**config.mk**
```make
export PLATFORM = sky130hd
export DESIGN_NAME = mcu_ctrl_top
export DESIGN_NICKNAME = d
export VERILOG_FILES = /design/src/source/mcu_ctrl_pkg.sv /design/src/source/power_domain_fsm.sv /design/src/source/power_manager.sv /design/src/source/fast_irq_ctrl.sv /design/src/source/mcu_ctrl_top.sv
export SDC_FILE = /design/constraint.sdc
export NUM_CORES = 1
export LEC_CHECK = 0
export ABC_AREA = 1
export ABC_CLOCK_PERIOD_IN_PS = 2300
export CAP_MARGIN = 10
export CORE_ASPECT_RATIO = 0.5
export CORE_MARGIN = 1.5
export CORE_UTILIZATION = 45
export CTS_CLUSTER_DIAMETER = 100
export DETAILED_ROUTE_END_ITERATION = 10
export DONT_BUFFER_PORTS = 1
export GPL_TIMING_DRIVEN = 0
export PLACE_DENSITY = 0.6
export SLEW_MARGIN = 10
export SYNTH_ARGS = -nofsm -noshare
export SYNTH_HDL_FRONTEND = slang
export SYNTH_SLANG_ARGS = --single-unit
```
**constraint.sdc**
```tcl
create_clock -name clk_i -period 2.3 [get_ports clk_i]
set_input_delay 0.46 -clock clk_i [delete_from_list [all_inputs] [get_ports clk_i]]
set_output_delay 0.46 -clock clk_i [all_outputs]
set_load 0.05 [all_outputs]
```
**src/source/mcu_ctrl_pkg.sv**
```systemverilog
/*
 * MCU always-on control package
 * shared widths, interrupt positions, power command and control types
 */
package mcu_ctrl_pkg;

  localparam int unsigned NUM_PWR_DOMAINS = 4;
  localparam int unsigned NUM_FAST_IRQ    = 16;
  localparam int unsigned IRQ_WIDTH       = 32;

  // core interrupt vector positions
  localparam int unsigned IRQ_SW_BIT    = 3;
  localparam int unsigned IRQ_TIMER_BIT = 7;
  localparam int unsigned IRQ_EXT_BIT   = 11;
  localparam int unsigned IRQ_FAST_LSB  = 16;

  typedef logic [$clog2(NUM_PWR_DOMAINS)-1:0] pwr_dom_idx_t;
  typedef logic [NUM_FAST_IRQ-1:0]            fast_irq_t;
  typedef logic [IRQ_WIDTH-1:0]               irq_vec_t;
  typedef logic [NUM_PWR_DOMAINS-1:0]         pwr_ack_n_t;

  // power map: cpu, peripheral, memory bank 0, memory bank 1
  localparam pwr_dom_idx_t PWR_DOM_CPU = 2'd0;

  typedef struct packed {
    pwr_dom_idx_t dom;
    logic         power_on;
  } pwr_cmd_t;

  // all bits active low, low means the gating action is applied
  typedef struct packed {
    logic pwrgate_en_n;
    logic isogate_en_n;
    logic rst_n;
    logic clkgate_en_n;
  } pwr_ctrl_t;

  typedef enum logic [3:0] {
    PWR_ON,
    PWR_ISO,
    PWR_RST,
    PWR_GATE,
    PWR_SW_OFF,
    PWR_OFF,
    PWR_SW_ON,
    PWR_UNGATE,
    PWR_UNRST,
    PWR_UNISO
  } pwr_state_e;

endpackage

```
**src/source/power_domain_fsm.sv**
```systemverilog
/*
 * Power domain sequencer
 * steps one domain through isolation, reset, clock gate and switch
 */
`timescale 1ns/1ps

module power_domain_fsm (
  input  logic                    clk_i,
  input  logic                    rst_n_i,
  input  logic                    start_i,
  input  logic                    power_on_i,
  input  logic                    pwr_ack_ni,
  output mcu_ctrl_pkg::pwr_ctrl_t pwr_ctrl_o,
  output logic                    idle_o
);

  mcu_ctrl_pkg::pwr_state_e state_q;
  mcu_ctrl_pkg::pwr_state_e state_d;
  mcu_ctrl_pkg::pwr_ctrl_t  ctrl_q;
  mcu_ctrl_pkg::pwr_ctrl_t  ctrl_d;
  logic                     ack_q;

  // next state, one step per cycle except the switch waits
  always_comb begin
    state_d = state_q;
    case (state_q)
      mcu_ctrl_pkg::PWR_ON: begin
        if (start_i && !power_on_i) begin
          state_d = mcu_ctrl_pkg::PWR_ISO;
        end
      end
      mcu_ctrl_pkg::PWR_ISO:    state_d = mcu_ctrl_pkg::PWR_RST;
      mcu_ctrl_pkg::PWR_RST:    state_d = mcu_ctrl_pkg::PWR_GATE;
      mcu_ctrl_pkg::PWR_GATE:   state_d = mcu_ctrl_pkg::PWR_SW_OFF;
      mcu_ctrl_pkg::PWR_SW_OFF: begin
        if (!ack_q) begin
          state_d = mcu_ctrl_pkg::PWR_OFF;
        end
      end
      mcu_ctrl_pkg::PWR_OFF: begin
        if (start_i && power_on_i) begin
          state_d = mcu_ctrl_pkg::PWR_SW_ON;
        end
      end
      mcu_ctrl_pkg::PWR_SW_ON: begin
        if (ack_q) begin
          state_d = mcu_ctrl_pkg::PWR_UNGATE;
        end
      end
      mcu_ctrl_pkg::PWR_UNGATE: state_d = mcu_ctrl_pkg::PWR_UNRST;
      mcu_ctrl_pkg::PWR_UNRST:  state_d = mcu_ctrl_pkg::PWR_UNISO;
      mcu_ctrl_pkg::PWR_UNISO:  state_d = mcu_ctrl_pkg::PWR_ON;
      default:                  state_d = mcu_ctrl_pkg::PWR_ON;
    endcase
  end

  // control bits that belong to the next state
  always_comb begin
    ctrl_d = '1;
    case (state_d)
      mcu_ctrl_pkg::PWR_ISO: begin
        ctrl_d.isogate_en_n = 1'b0;
      end
      mcu_ctrl_pkg::PWR_RST: begin
        ctrl_d.isogate_en_n = 1'b0;
        ctrl_d.rst_n        = 1'b0;
      end
      mcu_ctrl_pkg::PWR_GATE: begin
        ctrl_d.isogate_en_n = 1'b0;
        ctrl_d.rst_n        = 1'b0;
        ctrl_d.clkgate_en_n = 1'b0;
      end
      mcu_ctrl_pkg::PWR_SW_OFF, mcu_ctrl_pkg::PWR_OFF: begin
        ctrl_d = '0;
      end
      mcu_ctrl_pkg::PWR_SW_ON: begin
        ctrl_d              = '0;
        ctrl_d.pwrgate_en_n = 1'b1;
      end
      mcu_ctrl_pkg::PWR_UNGATE: begin
        ctrl_d.isogate_en_n = 1'b0;
        ctrl_d.rst_n        = 1'b0;
      end
      mcu_ctrl_pkg::PWR_UNRST: begin
        ctrl_d.isogate_en_n = 1'b0;
      end
      default: begin
        ctrl_d = '1;
      end
    endcase
  end

  always_ff @(posedge clk_i or negedge rst_n_i) begin
    if (!rst_n_i) begin
      state_q <= mcu_ctrl_pkg::PWR_ON;
      ctrl_q  <= '1;
      // switch is closed out of reset
      ack_q   <= 1'b1;
    end else begin
      state_q <= state_d;
      ctrl_q  <= ctrl_d;
      ack_q   <= pwr_ack_ni;
    end
  end

  assign pwr_ctrl_o = ctrl_q;
  assign idle_o     = (state_q == mcu_ctrl_pkg::PWR_ON) ||
                      (state_q == mcu_ctrl_pkg::PWR_OFF);

endmodule

```
**src/source/power_manager.sv**
```systemverilog
/*
 * Power manager
 * accepts on/off commands and starts the addressed domain sequencer
 */
`timescale 1ns/1ps

module power_manager (
  input  logic                                                   clk_i,
  input  logic                                                   rst_n_i,
  input  logic                                                   cmd_valid_i,
  input  mcu_ctrl_pkg::pwr_cmd_t                                 cmd_i,
  input  logic                                                   core_sleep_i,
  input  mcu_ctrl_pkg::pwr_ack_n_t                               pwr_ack_ni,
  output logic                                                   cmd_ready_o,
  output mcu_ctrl_pkg::pwr_ctrl_t [mcu_ctrl_pkg::NUM_PWR_DOMAINS-1:0] pwr_ctrl_o
);

  logic [mcu_ctrl_pkg::NUM_PWR_DOMAINS-1:0] dom_idle;
  logic [mcu_ctrl_pkg::NUM_PWR_DOMAINS-1:0] dom_start;
  logic                                     cpu_off_blocked;
  logic                                     cmd_accept;

  // the cpu can only be switched off once the core sleeps
  assign cpu_off_blocked = (cmd_i.dom == mcu_ctrl_pkg::PWR_DOM_CPU) &&
                           !cmd_i.power_on && !core_sleep_i;

  assign cmd_ready_o = dom_idle[cmd_i.dom] && !cpu_off_blocked;
  assign cmd_accept  = cmd_valid_i && cmd_ready_o;

  for (genvar i = 0; i < mcu_ctrl_pkg::NUM_PWR_DOMAINS; i++) begin : g_dom
    assign dom_start[i] = cmd_accept &&
                          (cmd_i.dom == mcu_ctrl_pkg::pwr_dom_idx_t'(i));

    power_domain_fsm u_dom_fsm (
      .clk_i      (clk_i),
      .rst_n_i    (rst_n_i),
      .start_i    (dom_start[i]),
      .power_on_i (cmd_i.power_on),
      .pwr_ack_ni (pwr_ack_ni[i]),
      .pwr_ctrl_o (pwr_ctrl_o[i]),
      .idle_o     (dom_idle[i])
    );
  end

endmodule

```
**src/source/fast_irq_ctrl.sv**
```systemverilog
/*
 * Fast interrupt controller
 * latches fast interrupt lines as pending until cleared
 */
`timescale 1ns/1ps

module fast_irq_ctrl (
  input  logic                    clk_i,
  input  logic                    rst_n_i,
  input  mcu_ctrl_pkg::fast_irq_t fast_src_i,
  input  logic                    clr_valid_i,
  input  mcu_ctrl_pkg::fast_irq_t clr_mask_i,
  output mcu_ctrl_pkg::fast_irq_t irq_fast_o
);

  mcu_ctrl_pkg::fast_irq_t pending_q;
  mcu_ctrl_pkg::fast_irq_t pending_d;
  mcu_ctrl_pkg::fast_irq_t clr_bits;

  // clear mask only counts on a valid request
  assign clr_bits = clr_valid_i ? clr_mask_i : '0;

  // a source high on the clear edge keeps its bit set
  assign pending_d = fast_src_i | (pending_q & ~clr_bits);

  always_ff @(posedge clk_i or negedge rst_n_i) begin
    if (!rst_n_i) begin
      pending_q <= '0;
    end else begin
      pending_q <= pending_d;
    end
  end

  assign irq_fast_o = pending_q;

endmodule

```
**src/source/mcu_ctrl_top.sv**
```systemverilog
/*
 * MCU always-on control top level
 * power sequencing, fast interrupts, core interrupt vector and reset
 */
`timescale 1ns/1ps

module mcu_ctrl_top (
  input  logic                                                   clk_i,
  input  logic                                                   rst_n_i,
  input  logic                                                   pwr_cmd_valid_i,
  input  mcu_ctrl_pkg::pwr_cmd_t                                 pwr_cmd_i,
  input  mcu_ctrl_pkg::pwr_ack_n_t                               pwr_ack_ni,
  input  logic                                                   core_sleep_i,
  input  logic                                                   debug_ndmreset_ni,
  input  logic                                                   irq_software_i,
  input  logic                                                   irq_timer_i,
  input  logic                                                   irq_external_i,
  input  mcu_ctrl_pkg::fast_irq_t                                fast_irq_i,
  input  logic                                                   clr_valid_i,
  input  mcu_ctrl_pkg::fast_irq_t                                clr_mask_i,
  output logic                                                   pwr_cmd_ready_o,
  output mcu_ctrl_pkg::pwr_ctrl_t [mcu_ctrl_pkg::NUM_PWR_DOMAINS-1:0] pwr_ctrl_o,
  output logic                                                   core_rst_no,
  output mcu_ctrl_pkg::irq_vec_t                                 irq_o
);

  mcu_ctrl_pkg::pwr_ctrl_t [mcu_ctrl_pkg::NUM_PWR_DOMAINS-1:0] pwr_ctrl;
  mcu_ctrl_pkg::fast_irq_t                                     fast_src;
  mcu_ctrl_pkg::fast_irq_t                                     irq_fast;
  mcu_ctrl_pkg::irq_vec_t                                      irq_vec;

  // fast lines come straight from the pins here
  assign fast_src = fast_irq_i;

  power_manager u_power_manager (
    .clk_i        (clk_i),
    .rst_n_i      (rst_n_i),
    .cmd_valid_i  (pwr_cmd_valid_i),
    .cmd_i        (pwr_cmd_i),
    .core_sleep_i (core_sleep_i),
    .pwr_ack_ni   (pwr_ack_ni),
    .cmd_ready_o  (pwr_cmd_ready_o),
    .pwr_ctrl_o   (pwr_ctrl)
  );

  fast_irq_ctrl u_fast_irq_ctrl (
    .clk_i       (clk_i),
    .rst_n_i     (rst_n_i),
    .fast_src_i  (fast_src),
    .clr_valid_i (clr_valid_i),
    .clr_mask_i  (clr_mask_i),
    .irq_fast_o  (irq_fast)
  );

  // core interrupt vector, unused positions stay zero
  always_comb begin
    irq_vec                              = '0;
    irq_vec[mcu_ctrl_pkg::IRQ_SW_BIT]    = irq_software_i;
    irq_vec[mcu_ctrl_pkg::IRQ_TIMER_BIT] = irq_timer_i;
    irq_vec[mcu_ctrl_pkg::IRQ_EXT_BIT]   = irq_external_i;
    irq_vec[mcu_ctrl_pkg::IRQ_FAST_LSB +: mcu_ctrl_pkg::NUM_FAST_IRQ] = irq_fast;
  end

  assign irq_o      = irq_vec;
  assign pwr_ctrl_o = pwr_ctrl;

  // core held in reset by its domain or by the debug module
  assign core_rst_no = pwr_ctrl[mcu_ctrl_pkg::PWR_DOM_CPU].rst_n && debug_ndmreset_ni;

endmodule

```
==> out/results.tsv <==
stage	metric	value	unit
outcome	status	complete, but fails checks	
outcome	failing checks	DRC	
power_and_ir_drop	LEAKAGE	1.57	nW
hold_path	Hold Path Origin	pwr_ack_ni[2]	
sta	period utilization	90.1	%
floorplan	die width	112	µm
global_route	vias in the first global route	1875	
cts	Clock Latency Late Sink	290	ps
placement	placed cells	413	
final_layout	Final #Nets	399	
global_route	largest net degree at the start of global routing	33	
drt	Final ANT Viol Nets	0	
drt	DR pass1 iterations	10	
floorplan	Total Die Area	0.00646	mm²
power_and_ir_drop	peak supply drop	0.567	mV
global_route	initial antenna violation count	0	
placement	Place WS	475	ps
worst_setup_path	Crit-path slowest cell	dfrtp_1	
worst_setup_path	Top delay family on crit path	simple AND/OR/NAND/NOR gates	
sta	clk_skew	4.03	ps
worst_setup_path	Setup crit end kind	primary output	
worst_setup_path	critical path fanouts, max	10	
synth	Seq/Total Area, Yosys	49.5	%
floorplan	height of the chip	57.6	µm
worst_setup_path	worst setup path end	pwr_cmd_ready_o	
cts	CTS tree	built	
cts	CTS Root Buffer Type	clkbuf_16	
drt	vias	2073	
sta	worst hold margin	166	ps
sta	FMAX	0.483	GHz
cts	Worst-path clk slew	60	ps
final_layout	layout cell share with drive strength beyond 1	19.0	%
sta	Final setup viols	0	
power_and_ir_drop	Tot Pwr	4.37	mW
sta	setup ws final	229	ps
synth	top cell type's share of synthesized area	29.9	%
placement	post-DP HPWL	3920	µm
worst_setup_path	WP data required	1840	ps
worst_setup_path	reg2reg end	u_power_manager.g_dom[2].u_dom_fsm.pwr_ctrl_o[0]	
floorplan	Rows	19	
worst_setup_path	WP depth	6	
worst_setup_path	Data arrival, critical path	1610	ps
floorplan	top-level I/O count	98	
worst_setup_path	r2r startpoint	u_power_manager.g_dom[3].u_dom_fsm.state_q[3]	
drt	per-cell routed wire length	12.3	µm
synth	synthesized area	0.00268	mm²
cts	CTS Buffer Depth	2	
worst_setup_path	CP Cell Sequence	nor2_1 > nand2_1 > nand3_1 > nand3_2 > nor2_4 > buf_6	
synth	Post-synth EDFFs	0	
placement	number of port buffers	0	
synth	ys async rst share	100	%
synth	Post-synth top flop	dfrtp_1	
sta	fin. max-slew vios	0	
synth	cell type with the highest aggregate area in the netlist	dfrtp_1	
floorplan	Starting Density	47.8	%
job	maxcap violations	0	
worst_setup_path	kind of critical path	reg2out	
drt	Vias/cell	4.88	
sta	RSZ-0062 raised after global routing	no	
sta	Final Hold Viols	0	
final_layout	fin util	53.8	%
power_and_ir_drop	Power Density	1450	mW/mm²
final_layout	antenna fix cells	0	
worst_setup_path	r2r setup slk	470	ps
worst_setup_path	crit start category	register	
worst_setup_path	Buf/Inv on CP	1	
cts	cts repair resizes	0	
sta	Slew headroom	49.9	%
placement	post-place instance area	0.00282	mm²
worst_setup_path	r2r worst-path depth	13	
synth	synth unique cells	36	
hold_path	WHS Path Cells	0	
final_layout	Area Overhead vs Synth	12.7	%
drt	residual DRC count	10	
placement	Final Wtd Congestion	0.867	
hold_path	hold crit path type	in2reg	
final_layout	Non-Filler Instances	425	
global_route	global route overflow	0	
drt	Detailed Route WL	5220	µm
sta	post-layout min period	2070	ps
cts	CTS Sinks	52	
final_layout	number of fill cells in the layout	514	
synth	synthesis-stage register bit count	52	
synth	Syn Inst Count	328	
synth	Synth warnings	0	
sta	worst-margin pin slew	749	ps
global_route	first-pass GRT wire length	8380	µm
synth	Syn Area/Cell	8.17	µm²
floorplan	core area	0.00561	mm²
drt	initial drt markers	83	
worst_setup_path	slowest stage delay, CP	430	ps
global_route	GRT Util Overall	16.5	%
worst_setup_path	CP Launch Point	u_power_manager.g_dom[3].u_dom_fsm.state_q[3]	
synth	top post-synthesis cells by area	dfrtp_1, dfstp_2, nand2_1	
cts	CTS buffer count	5	
sta	Setup TNS	0	ps
final_layout	fin area	0.00302	mm²
cts	htree depth	2	
## worst min-delay path by stage
| stage | to | slack (ps) |
|---|---|---|
| final | u_power_manager.g_dom[2].u_dom_fsm.ack_q | 170 |
| after floorplan | u_fast_irq_ctrl.irq_fast_o[0] | 160 |
| after detailed placement | u_power_manager.g_dom[2].u_dom_fsm.state_q[0] | 170 |
| after CTS | u_power_manager.g_dom[0].u_dom_fsm.pwr_ctrl_o[3] | 1 |
| after global routing | u_power_manager.g_dom[2].u_dom_fsm.ack_q | 150 |
| after global placement | u_power_manager.g_dom[2].u_dom_fsm.state_q[1] | 170 |
## final cells by class
cell class	instances	area, µm²	share of cell area [%]
clock buffers	6	139	4.60
multi-input cells	216	1060	35.1
well taps	73	91.3	3.02
inverters	51	191	6.34
flip-flops and latches	52	1330	43.9
clock inverters	2	15.0	0.497
plain buffers	21	148	4.89
repair buffers	4	50.0	1.66
## cell usage after synthesis, drive strengths merged, types with 2 or more instances
| cell | count |
|---|---|
| nand2 | 84 |
| inv | 51 |
| nor2 | 46 |
| dfrtp | 32 |
| dfstp | 20 |
| nand3 | 19 |
| buf | 18 |
| a21o | 16 |
| o21ai | 12 |
| nand4 | 9 |
| nor3 | 5 |
| clkbuf | 3 |
| or2 | 3 |
| a21oi | 2 |
## routing by layer
metal	share of wire, %	global-route usage [%]	vias up
li1	-	-	1045
met1	45	20.1	954
met2	46	28.6	69
met3	7.9	4.99	5
met4	1.1	5.42	0
met5	0	0	-
## flip-flops by register name, indices dropped and copies added (netlist names)
| register | flops |
|---|---|
| u_power_manager.g_dom.u_dom_fsm.pwr_ctrl_o | 16 |
| u_power_manager.g_dom.u_dom_fsm.state_q | 16 |
| u_fast_irq_ctrl.irq_fast_o | 16 |
| u_power_manager.g_dom.u_dom_fsm.ack_q | 4 |
## report_power, final
| group | internal, mW | switching, mW |
|---|---|---|
| clock network | 0.432 | 0.315 |
| logic | 0.510 | 1.01 |
| registers | 1.34 | 0.767 |
## cell families (layout without fill, tap and decap cells)
kind of cell	after synthesis	after routing	synth area share (%)
other	1	13	0.140
AND/OR/NAND/NOR	167	167	28.5
flip-flops	52	52	49.5
buffers and inverters	72	84	12.7
AO/OA/AOI/OAI	36	36	9.20
## what timing repair did
action                                 4_1_cts  5_1_grt
buffers inserted                             0        0
endpoints found under the hold margin       32       16
hold buffers                                 2        2
## placed cells by master, fill, tap and decap left out, types with 2 or more instances in the layout
| cell | count |
|---|---|
| nand2_2 | 5 |
| o21ai_1 | 4 |
| clkbuf_1 | 3 |
| nor3_1 | 5 |
| dfstp_2 | 20 |
| dfrtp_1 | 32 |
| o21ai_0 | 7 |
| clkinvlp_4 | 2 |
| nor2_1 | 40 |
| inv_1 | 49 |
| buf_4 | 16 |
| conb_1 | 13 |
| nand2_1 | 78 |
| nand3_1 | 18 |
| a21o_1 | 16 |
| nor2_2 | 2 |
| clkbuf_16 | 5 |
| nand4_1 | 8 |
| or2_2 | 2 |
| dlygate4sd3_1 | 3 |
| inv_2 | 2 |
| nor2_4 | 3 |
Note: power is estimated with default switching activity, not from simulation.
